==> config.mk <==
export PLATFORM = sky130hd
export DESIGN_NAME = spi_io_top
export DESIGN_NICKNAME = d
export VERILOG_FILES = /design/src/hw/spi_io_pkg.sv /design/src/hw/spi_engine.sv /design/src/hw/spi_port.sv /design/src/hw/sys_regs.sv /design/src/hw/spi_io_top.sv
export VERILOG_INCLUDE_DIRS = /design/src /design/src/include
export SDC_FILE = /design/constraint.sdc
export NUM_CORES = 1
export LEC_CHECK = 0
export BUFFER_PORTS_ARGS = -buffer_cell sky130_fd_sc_hd__buf_4
export CAP_MARGIN = 40
export CORE_MARGIN = 3
export CORE_UTILIZATION = 60
export CTS_CLUSTER_SIZE = 16
export DETAILED_ROUTE_END_ITERATION = 10
export HOLD_SLACK_MARGIN = 0.03
export PLACE_DENSITY = 0.81
export SLEW_MARGIN = 0
export SYNTH_ARGS = -nofsm -noshare
export SYNTH_HDL_FRONTEND = slang
export SYNTH_HIERARCHICAL = 1
export SYNTH_SLANG_ARGS = --single-unit
==> constraint.sdc <==
create_clock -name pclk -period 5.1 [get_ports pclk]
set_input_delay 0.255 -clock pclk [delete_from_list [all_inputs] [get_ports pclk]]
set_output_delay 0.255 -clock pclk [all_outputs]
set_load 0.01 [all_outputs]
==> src/include/spi_io_settings.svh <==
`ifndef SPI_IO_SETTINGS_SVH
`define SPI_IO_SETTINGS_SVH

// ------------------------------
// bus geometry
// ------------------------------
`define SPI_IO_ADDR_W     12              // register bus address width
`define SPI_IO_DATA_W     16              // register bus data width
`define SPI_LANES         4               // io0..io3 on each port
`define SPI_PINS_W        6               // cs, sck, io3..io0

// bit positions inside the pin register
`define SPI_PIN_CS        5
`define SPI_PIN_SCK       4

// ------------------------------
// address map
// ------------------------------
`define SPI_EVE_BASE      12'h100         // display controller port
`define SPI_FLASH_BASE    12'h110         // flash port

`define SPI_REG_PINS      12'h000         // bit-bang pins, raw pin readback
`define SPI_REG_START8    12'h001         // 8-bit start, rx readback
`define SPI_REG_START16   12'h002         // 16-bit start, rx readback
`define SPI_REG_IDLE      12'h003         // idle readback
`define SPI_REG_DIR       12'h004         // quad direction
`define SPI_REG_QUAD      12'h005         // quad mode enable

`define SYS_SYSCTL_ADDR   12'h014
`define SYS_TICKS_ADDR    12'h015

// ------------------------------
// reset values
// ------------------------------
`define SPI_PINS_RESET    6'b10_0000      // cs deasserted, everything else low
`define SYS_SYSCTL_RESET  16'h0000        // display powered down pin low

`endif

==> src/hw/spi_io_pkg.sv <==
`include "spi_io_settings.svh"

package spi_io_pkg;

  // one bus data word
  typedef logic [`SPI_IO_DATA_W-1:0] io_word_t;

  // one bit per spi lane, bit 0 is mosi and bit 1 is miso
  typedef logic [`SPI_LANES-1:0] spi_lanes_t;

  // ------------------------------
  // register bus request
  // ------------------------------
  typedef struct packed {
    logic                      rd;      // read strobe
    logic                      wr;      // write strobe
    logic [`SPI_IO_ADDR_W-1:0] addr;    // register address
    io_word_t                  wdata;   // write data
  } io_req_t;

  // ------------------------------
  // pad side of one spi port
  // ------------------------------
  typedef struct packed {
    logic       cs;                     // chip select, active low
    logic       sck;                    // serial clock
    spi_lanes_t dout;                   // value driven on io3..io0
    spi_lanes_t oe;                     // 1 = lane driven by this side
  } spi_pads_t;

endpackage

==> src/hw/spi_engine.sv <==
`timescale 1ns/1ps

module spi_engine
  import spi_io_pkg::*;
(
  input  logic       pclk,
  input  logic       SCKclock,
  input  logic       start8_i,
  input  logic       start16_i,
  input  logic       quad_i,
  input  io_word_t   tx_i,
  input  spi_lanes_t din_i,
  output io_word_t   rx_o,
  output logic       busy_o,
  output logic       sck_o,
  output spi_lanes_t dout_o
);

  logic       running;
  logic [4:0] phase;
  logic [4:0] phase_nxt;
  logic       sck;
  logic       start;
  io_word_t   tx_swap;
  io_word_t   shifter;

  assign start     = start8_i | start16_i;
  assign phase_nxt = phase + (quad_i ? 5'd4 : 5'd1);   // one or four bits per step
  assign tx_swap   = {tx_i[7:0], tx_i[15:8]};          // low byte leaves first
  assign sck       = quad_i ? phase[2] : phase[0];

  // ------------------------------
  // transfer sequencing
  // ------------------------------
  always_ff @(posedge pclk or posedge SCKclock) begin
    if (SCKclock) begin
      running <= 1'b0;
      phase   <= 5'd0;
    end else if (start8_i) begin
      running <= 1'b1;
      phase   <= 5'd16;                                // only half a lap for 8 bits
    end else if (start16_i) begin
      running <= 1'b1;
      phase   <= 5'd0;
    end else if (running) begin
      running <= (phase_nxt != 5'd0);                  // done when the counter wraps
      phase   <= phase_nxt;
    end
  end

  // ------------------------------
  // data shifter
  // ------------------------------
  always_ff @(posedge pclk) begin
    if (start) begin
      shifter <= tx_swap;
    end else if (running && sck) begin                 // sample at end of sck high
      if (quad_i) begin
        shifter <= {shifter[11:0], din_i};
      end else begin
        shifter <= {shifter[14:0], din_i[1]};          // miso only
      end
    end
  end

  assign rx_o   = shifter;
  assign busy_o = running;
  assign sck_o  = sck;                                 // phase sits at zero while idle

  // msb of the shifter is on the wire, quiet when idle so the pin register rules
  always_comb begin
    if (!running) begin
      dout_o = '0;
    end else if (quad_i) begin
      dout_o = shifter[15:12];
    end else begin
      dout_o = {3'b000, shifter[15]};
    end
  end

endmodule

==> src/hw/spi_port.sv <==
`timescale 1ns/1ps
`include "spi_io_settings.svh"

module spi_port
  import spi_io_pkg::*;
#(
  parameter logic [`SPI_IO_ADDR_W-1:0] BASE = `SPI_EVE_BASE
) (
  input  logic       pclk,
  input  logic       SCKclock,
  input  io_req_t    io_req_i,
  input  spi_lanes_t pins_i,
  output spi_pads_t  pads_o,
  output io_word_t   rdata_o
);

  // ------------------------------
  // address decode
  // ------------------------------
  localparam logic [`SPI_IO_ADDR_W-1:0] A_PINS    = BASE + `SPI_REG_PINS;
  localparam logic [`SPI_IO_ADDR_W-1:0] A_START8  = BASE + `SPI_REG_START8;
  localparam logic [`SPI_IO_ADDR_W-1:0] A_START16 = BASE + `SPI_REG_START16;
  localparam logic [`SPI_IO_ADDR_W-1:0] A_IDLE    = BASE + `SPI_REG_IDLE;
  localparam logic [`SPI_IO_ADDR_W-1:0] A_DIR     = BASE + `SPI_REG_DIR;
  localparam logic [`SPI_IO_ADDR_W-1:0] A_QUAD    = BASE + `SPI_REG_QUAD;

  logic                   wr_pins;
  logic                   wr_dir;
  logic                   wr_quad;
  logic                   start8;
  logic                   start16;

  logic [`SPI_PINS_W-1:0] pins_q;                      // cs, sck, io3..io0
  logic                   dir_q;
  logic                   quad_q;

  io_word_t               eng_rx;
  logic                   eng_busy;
  logic                   eng_sck;
  spi_lanes_t             eng_dout;
  logic                   idle;

  assign wr_pins = io_req_i.wr & (io_req_i.addr == A_PINS);
  assign wr_dir  = io_req_i.wr & (io_req_i.addr == A_DIR);
  assign wr_quad = io_req_i.wr & (io_req_i.addr == A_QUAD);
  assign start8  = io_req_i.wr & (io_req_i.addr == A_START8);
  assign start16 = io_req_i.wr & (io_req_i.addr == A_START16);

  // ------------------------------
  // control registers
  // ------------------------------
  always_ff @(posedge pclk or posedge SCKclock) begin
    if (SCKclock) begin
      pins_q <= `SPI_PINS_RESET;
      dir_q  <= 1'b0;
      quad_q <= 1'b0;                                  // single-bit mode out of reset
    end else begin
      if (wr_pins) begin
        pins_q <= io_req_i.wdata[`SPI_PINS_W-1:0];
      end
      if (wr_dir) begin
        dir_q <= io_req_i.wdata[0];
      end
      if (wr_quad) begin
        quad_q <= io_req_i.wdata[0];
      end
    end
  end

  spi_engine u_engine (
    .pclk      (pclk),
    .SCKclock  (SCKclock),
    .start8_i  (start8),
    .start16_i (start16),
    .quad_i    (quad_q),
    .tx_i      (io_req_i.wdata),                       // tx word is the start write data
    .din_i     (pins_i),
    .rx_o      (eng_rx),
    .busy_o    (eng_busy),
    .sck_o     (eng_sck),
    .dout_o    (eng_dout)
  );

  // ------------------------------
  // pad forming
  // ------------------------------
  always_comb begin
    pads_o.cs   = pins_q[`SPI_PIN_CS];
    pads_o.sck  = pins_q[`SPI_PIN_SCK] | eng_sck;
    pads_o.dout = pins_q[`SPI_LANES-1:0] | eng_dout;
    if (quad_q) begin
      pads_o.oe = {`SPI_LANES{dir_q}};                 // all lanes out, or all in
    end else begin
      pads_o.oe = 4'b0001;                             // mosi only
    end
  end

  // ------------------------------
  // readback
  // ------------------------------
  assign idle = ~eng_busy;

  always_comb begin
    rdata_o = '0;
    if (io_req_i.rd) begin
      case (io_req_i.addr)
        A_PINS:    rdata_o = {{(`SPI_IO_DATA_W-`SPI_LANES){1'b0}}, pins_i};  // raw levels
        A_START8:  rdata_o = eng_rx;
        A_START16: rdata_o = eng_rx;
        A_IDLE:    rdata_o = {{(`SPI_IO_DATA_W-1){1'b0}}, idle};
        default:   rdata_o = '0;                       // dir and quad are write only
      endcase
    end
  end

endmodule

==> src/hw/sys_regs.sv <==
`timescale 1ns/1ps
`include "spi_io_settings.svh"

module sys_regs
  import spi_io_pkg::*;
(
  input  logic     pclk,
  input  logic     SCKclock,
  input  io_req_t  io_req_i,
  output logic     pd_o,
  output io_word_t rdata_o
);

  io_word_t ticks;
  io_word_t sysctl;
  logic     wr_sysctl;

  assign wr_sysctl = io_req_i.wr & (io_req_i.addr == `SYS_SYSCTL_ADDR);

  // ------------------------------
  // free-running tick counter
  // ------------------------------
  always_ff @(posedge pclk or posedge SCKclock) begin
    if (SCKclock) begin
      ticks <= '0;
    end else begin
      ticks <= ticks + 1'b1;                           // wraps silently
    end
  end

  // ------------------------------
  // system control
  // ------------------------------
  always_ff @(posedge pclk or posedge SCKclock) begin
    if (SCKclock) begin
      sysctl <= `SYS_SYSCTL_RESET;
    end else if (wr_sysctl) begin
      sysctl <= io_req_i.wdata;
    end
  end

  assign pd_o = sysctl[0];                             // display power-down pin

  always_comb begin
    rdata_o = '0;
    if (io_req_i.rd) begin
      case (io_req_i.addr)
        `SYS_SYSCTL_ADDR: rdata_o = sysctl;
        `SYS_TICKS_ADDR:  rdata_o = ticks;
        default:          rdata_o = '0;
      endcase
    end
  end

endmodule

==> src/hw/spi_io_top.sv <==
`timescale 1ns/1ps
`include "spi_io_settings.svh"

module spi_io_top
  import spi_io_pkg::*;
(
  input  logic       pclk,
  input  logic       SCKclock,
  input  io_req_t    io_req_i,
  input  spi_lanes_t eve_pins_i,
  input  spi_lanes_t flash_pins_i,
  output io_word_t   io_rdata_o,
  output spi_pads_t  eve_pads_o,
  output spi_pads_t  flash_pads_o,
  output logic       pd_o
);

  io_word_t eve_rdata;
  io_word_t flash_rdata;
  io_word_t sys_rdata;

  // ------------------------------
  // spi ports
  // ------------------------------
  spi_port #(
    .BASE (`SPI_EVE_BASE)
  ) u_eve_port (
    .pclk     (pclk),
    .SCKclock (SCKclock),
    .io_req_i (io_req_i),
    .pins_i   (eve_pins_i),
    .pads_o   (eve_pads_o),
    .rdata_o  (eve_rdata)
  );

  spi_port #(
    .BASE (`SPI_FLASH_BASE)
  ) u_flash_port (
    .pclk     (pclk),
    .SCKclock (SCKclock),
    .io_req_i (io_req_i),
    .pins_i   (flash_pins_i),
    .pads_o   (flash_pads_o),
    .rdata_o  (flash_rdata)
  );

  // ------------------------------
  // system block
  // ------------------------------
  sys_regs u_sys_regs (
    .pclk     (pclk),
    .SCKclock (SCKclock),
    .io_req_i (io_req_i),
    .pd_o     (pd_o),
    .rdata_o  (sys_rdata)
  );

  // each block returns zero outside its own addresses
  assign io_rdata_o = eve_rdata | flash_rdata | sys_rdata;

endmodule

==> results of run 1 <==
worst max-delay path by stage:
stage                             from                      endpoint  slack (ns)  cells after the start
after CTS                 io_req_i[21]                 io_rdata_o[4]        2.54                      7
after global placement    io_req_i[21]  u_eve_port/u_engine/rx_o[11]        2.31                      7
final                     io_req_i[21]                 io_rdata_o[4]        2.38                      7
after floorplan           io_req_i[25]   u_eve_port/u_engine/rx_o[0]        2.67                      7
after global routing      io_req_i[21]                 io_rdata_o[4]        2.29                      7
after detailed placement  io_req_i[21]   u_eve_port/u_engine/rx_o[6]        2.19                      7
state kept, by name, indices dropped and copies added, names as in the netlist:
signal	cells
u_eve_port/quad_q	1
u_flash_port/u_engine/rx_o	16
u_eve_port/u_engine/phase	5
u_flash_port/u_engine/phase	5
u_sys_regs/ticks	16
u_eve_port/pins_q	6
u_flash_port/quad_q	1
u_sys_regs/sysctl	16
u_flash_port/u_engine/busy_o	1
u_eve_port/u_engine/rx_o	16
u_flash_port/dir_q	1
u_flash_port/pins_q	6
u_eve_port/u_engine/busy_o	1
u_eve_port/dir_q	1
synth_stat cells (all sizes together):
cell,instances
dfrtp,58
mux2i,58
nor2,43
nand2,39
mux2,34
o21ai,34
edfxtp,32
buf,28
and2,26
or3,20
inv,18
nor4,12
or2,12
a21oi,11
nand4,11
xor2,11
xnor2,8
ha,7
a211oi,6
and3,6
nand3,6
clkbuf,5
nor4b,5
a21o,4
nor2b,4
nor3,4
nor3b,4
a22oi,3
and4,3
nand2b,3
a311oi,2
a31oi,2
dfstp,2
o311ai,2
o32a,2
and4bb,1
nand3b,1
layout make-up:
| cell class | count | area [µm²] | area share |
|---|---|---|---|
| clock buffers | 13 | 202.7 | 0.03165 |
| inverters | 18 | 67.56 | 0.01055 |
| multi-input cells | 384 | 2895 | 0.4520 |
| flip-flops and latches | 92 | 2465 | 0.3848 |
| clock inverters | 3 | 21.27 | 0.003321 |
| repair buffers | 82 | 618.1 | 0.09650 |
| well taps | 108 | 135.1 | 0.02110 |
layer usage:
metal / vias up / track usage / share of wire
li1: 1996 / - / -
met1: 2055 / 0.3840 / 0.43
met2: 208 / 0.4181 / 0.46
met3: 35 / 0.05210 / 0.079
met4: 0 / 0.1265 / 0.034
met5: - / 0 / 0
where the power goes:
part	total (mW)	leakage (nW)	internal, mW	switching (mW)
Sequential	0.766	1.05	0.763	0.00266
Clock	0.531	0.111	0.268	0.263
Combinational	0.111	1.63	0.0466	0.0647
per-stage QoR:
step / hold slack (ns) / setup WS [ns] / std cells
after CTS: 0.1486 / 2.539 / 700
after global routing: 0.1432 / 2.286 / 700
after global placement: 0.2361 / 2.309 / 683
after floorplan: 0.04596 / 2.669 / 527
after detailed placement: 0.2426 / 2.191 / 683
final: 0.1633 / 2.385 / 700
worst max-delay path, cell delays in order:
cell     delay (ns)
buf_4          0.14
nor4b_2        0.48
nand4_1        0.34
a21oi_1        0.75
and2_1         0.23
or3_1          0.14
buf_4          0.12
cells by family after synthesis:
family / count (synthesis) / share of synthesized area
DFF: 92 / 0.4386
xor gates and xnor gates: 19 / 0.02961
adders and majority gates: 7 / 0.01558
AOI/OAI and AO/OA: 66 / 0.07658
and+or+nand+nor: 200 / 0.2153
buffers and inverters: 51 / 0.04630
muxes: 92 / 0.1781
==> impl_metrics.env, run 1 <==
export IMPL_outcome="finished clean"
export IMPL_final_common_cell="buf_4"
export IMPL_crit_type="in -> out"
export IMPL_grt_pass1_wl_um=21700
export IMPL_maxCapViolCount=0
export IMPL_leakage_nw=2.796
export IMPL_ys_warn_count=6
export IMPL_setup_worst_path_start_class="input pin"
export IMPL_gp_congestion=0.9162
export IMPL_rsz0062_at_grt="no"
export IMPL_finalWirelength_um=14040
export IMPL_synth_top_area_share=0.2582
export IMPL_fin_util=0.7204
export IMPL_finalSetupTns_ns=0
export IMPL_vias=4294
export IMPL_fillers=625
export IMPL_grt_usage=0.2752
export IMPL_postCtsSetupRepairBufs=0
export IMPL_hold_end="u_sys_regs/sysctl[8]"
export IMPL_finalHoldViolations=0
export IMPL_first_pass_iters=5
export IMPL_powerDensity_nw_per_um2=219.8
export IMPL_holdPathStages=2
export IMPL_drt_iter0_markers=355
export IMPL_dieArea_um2=10560
export IMPL_syn_avg_cell_area_um2=10.66
export IMPL_cts_resized=0
export IMPL_layout_common_cells="buf_4 (81), mux2i_1 (58), dfrtp_1 (58)"
export IMPL_cp_max_fo=12
export IMPL_ys_types=50
export IMPL_slew_viol_final=0
export IMPL_min_path_type="in -> reg"
export IMPL_drc_errors=0
export IMPL_ioPinCount=77
export IMPL_fin_nets=634
export IMPL_hold_buffers=1
export IMPL_path_clk_slew_ns=0.09
export IMPL_arrival_ns=2.46
export IMPL_netlist_area_um2=5620
export IMPL_area_delta_synth_final_pct=13.96
export IMPL_r2r_end="u_eve_port/u_engine/busy_o"
export IMPL_clk_path_buf_depth=2
export IMPL_total_power_mw=1.408
export IMPL_rrSetupSlack_ns=2.52
export IMPL_crit_path_end_kind="primary output"
export IMPL_grt_antenna_before_repair=0
export IMPL_routed_via_density=6.134
export IMPL_synth_area_leaders="dfrtp_1 (26%), edfxtp_1 (17%), mux2i_1 (10%), mux2_2 (4.8%), and2_1 (2.9%)"
export IMPL_start_util=0.6321
export IMPL_slew_headroom=0.4340
export IMPL_clock_latency_ns=0.36
export IMPL_fmax_mhz=368.3
export IMPL_final_area_um2=6405
export IMPL_worst_pin_slew_ns=0.8490
export IMPL_grt_max_degree=39
export IMPL_period_share=0.5324
export IMPL_synth_seq_area_share=0.4386
export IMPL_grt_pass1_vias=4042
export IMPL_hpwl_um=10370
export IMPL_die_w_um=102.8
export IMPL_min_delay_start="io_req_i[8]"
export IMPL_num_rows=34
export IMPL_htreeDepth=3
export IMPL_die_height_um=102.8
export IMPL_wl_per_cell_um=20.06
export IMPL_setup_viol=0
export IMPL_cts_buffers=9
export IMPL_yosysTopAreaCell="dfrtp_1"
export IMPL_irDropWorstVdd_uv=144.7
export IMPL_placement_cell_area_um2=6171
export IMPL_core_um2=8891
export IMPL_final_min_clock_period_ns=2.715
export IMPL_synth_seq_cells=92
export IMPL_r2r_cells=7
export IMPL_gr_total_overflow=0
export IMPL_cts_sinks=92
export IMPL_numPortBuffers=76
export IMPL_cts_tree="done"
export IMPL_skew_ns=0.01289
export IMPL_cts_root_buf="clkbuf_8"
export IMPL_diodes=0
export IMPL_ant_nets=0
export IMPL_syn_nets=574
export IMPL_layout_drive_gt1_share=0.2686
export IMPL_syn_instance_count=527
export IMPL_critPathRequiredTime_ns=4.85
export IMPL_rr_startpoint="u_eve_port/quad_q"
(Power assumes the default switching activity.)
==> run 2, diff against run 1 <==
--- a/config.mk
+++ b/config.mk
@@ -9,11 +9,11 @@
 export BUFFER_PORTS_ARGS = -buffer_cell sky130_fd_sc_hd__buf_4
 export CAP_MARGIN = 40
 export CORE_MARGIN = 3
-export CORE_UTILIZATION = 60
+export CORE_UTILIZATION = 58
 export CTS_CLUSTER_SIZE = 16
 export DETAILED_ROUTE_END_ITERATION = 10
 export HOLD_SLACK_MARGIN = 0.03
-export PLACE_DENSITY = 0.81
+export PLACE_DENSITY = 0.78
 export SLEW_MARGIN = 0
 export SYNTH_ARGS = -nofsm -noshare
 export SYNTH_HDL_FRONTEND = slang
==> constraint.sdc (replaced) <==
create_clock -name pclk -period 2.8 [get_ports pclk]
set_input_delay 0.14 -clock pclk [delete_from_list [all_inputs] [get_ports pclk]]
set_output_delay 0.14 -clock pclk [all_outputs]
set_load 0.01 [all_outputs]
==> run 2 against run 1 <==
Sequential cell count did not move. Die area rose by 3.2%. Cell area rose by 1.1%.
==> impl_metrics.env, run 2 (synthesized netlist as in run 1, its figures left out) <==
export IMPL_cts_buffers=9
export IMPL_path_cells="buf_4 > mux2_2 > or2_2 > buf_4"
export IMPL_powerDensity_nw_per_um2=403.2
export IMPL_drc_errors=0
export IMPL_slew_headroom=0.6339
export IMPL_cts_resized=0
export IMPL_numPortBuffers=76
export IMPL_clock_latency_ns=0.37
export IMPL_ant_nets=0
export IMPL_rr_startpoint="u_eve_port/quad_q"
export IMPL_finalWirelength_um=14290
export IMPL_rsz0062_at_grt="no"
export IMPL_wl_per_cell_um=19.66
export IMPL_dieArea_um2=10910
export IMPL_maxCapViolCount=0
export IMPL_worstSetupStartpoint="u_eve_port/quad_q"
export IMPL_min_delay_start="io_req_i[13]"
export IMPL_layout_common_cells="buf_4 (87), mux2i_1 (58), dfrtp_1 (58)"
export IMPL_cpMostUsedCell="buf_4"
export IMPL_worst_pin_slew_ns=0.5492
export IMPL_final_common_cell="buf_4"
export IMPL_core_um2=9328
export IMPL_layout_drive_gt1_share=0.2759
export IMPL_cts_tree="done"
export IMPL_worst_slack_ns=0.6790
export IMPL_vias=4327
export IMPL_gp_congestion=0.8795
export IMPL_fmax_mhz=471.5
export IMPL_crit_path_end_kind="primary output"
export IMPL_grt_pass1_vias=4155
export IMPL_fin_nets=640
export IMPL_setup_worst_path_start_class="flip-flop"
export IMPL_crit_type="reg -> out"
export IMPL_total_power_mw=2.611
export IMPL_leakage_nw=2.827
export IMPL_skew_ns=0.01337
export IMPL_irDropWorstVdd_uv=203.3
export IMPL_setup_viol=0
export IMPL_routed_via_density=5.952
export IMPL_gr_total_overflow=0
export IMPL_cts_root_buf="clkbuf_8"
export IMPL_slew_viol_final=0
export IMPL_r2r_cells=6
export IMPL_place_worst_setup_slack_ns=0.5819
export IMPL_min_path_type="in -> reg"
export IMPL_outcome="finished clean"
export IMPL_drt_iter0_markers=362
export IMPL_die_height_um=104.4
export IMPL_clk_path_buf_depth=2
export IMPL_num_rows=35
export IMPL_final_area_um2=6475
export IMPL_die_w_um=104.4
export IMPL_grt_antenna_before_repair=0
export IMPL_path_clk_slew_ns=0.10
export IMPL_path_depth=4
export IMPL_rrSetupSlack_ns=0.85
export IMPL_grt_max_degree=38
export IMPL_crit_path_end="eve_pads_o[8]"
export IMPL_cts_sinks=92
export IMPL_hpwl_um=10590
export IMPL_finalSetupTns_ns=0
export IMPL_arrival_ns=1.98
export IMPL_area_delta_synth_final_pct=15.20
export IMPL_cp_max_fo=21
export IMPL_cp_buffers_inverters=2
export IMPL_fin_hold_ws_ns=0.03619
export IMPL_cpMaxStageDelayCell="dfrtp_1"
export IMPL_start_util=0.6025
export IMPL_final_min_clock_period_ns=2.121
export IMPL_grt_pass1_wl_um=22610
export IMPL_htreeDepth=3
export IMPL_critPathTopFamily="buffers and inverters"
export IMPL_finalHoldViolations=0
export IMPL_critPathRequiredTime_ns=2.66
export IMPL_crit_path_max_incr_delay_ns=0.45
export IMPL_grt_usage=0.2684
export IMPL_ioPinCount=77
export IMPL_first_pass_iters=5
export IMPL_placement_cell_area_um2=6242
export IMPL_r2r_end="u_eve_port/u_engine/busy_o"
export IMPL_period_share=0.7575
export IMPL_diodes=0
## run 2: cell count changes in the layout (fill, tap and decap cells not counted)
cell,before,now
buf_4,81,87
clkbuf_16,3,0
clkinvlp_4,1,0
inv_6,1,2
bufinv_16,0,2
clkinv_4,0,2
clkinv_2,1,0
## run 2: cell type report
type	count	area (µm²)
clock buffers	10	127.6
clock inverters	6	95.09
fillers	718	2853
inverters	18	67.56
multi-input cells	384	2895
flip-flops and latches	92	2465
well taps	129	161.4
repair buffers	88	663.1
## run 2: worst min path at each step
stage,end,cells past startpoint
after CTS,u_sys_regs/sysctl[13],2
after floorplan,u_eve_port/u_engine/busy_o,1
after global routing,u_sys_regs/sysctl[13],2
final,u_sys_regs/sysctl[13],2
after detailed placement,u_eve_port/u_engine/phase[2],2
after global placement,u_eve_port/u_engine/phase[2],2
## run 2: what timing repair did
action,CTS,global route
endpoints found under the hold margin,59,0
hold buffers,1,0
buffers inserted,0,0
## run 2: metrics by stage
step	cells	util
6_report	727	0.6942
3_5_place_dp	710	0.6692
5_1_grt	727	0.6942
3_3_place_gp	710	0.6692
4_1_cts	727	0.6942
2_1_floorplan	527	-
## run 2: metal layers
| layer | up-vias | wire length [µm] | track usage |
|---|---|---|---|
| met2 | 209 | 6852 | 0.4276 |
| met3 | 33 | 1132 | 0.03911 |
| met4 | 0 | 535 | 0.1292 |
| met5 | - | 0 | 0 |
| met1 | 2074 | 5773 | 0.3606 |
| li1 | 2011 | - | - |
## run 2: power by group
group	internal (mW)	switching (mW)
sequential	1.39	0.00449
combinational	0.0859	0.118
clock	0.513	0.500
total	1.99	0.622
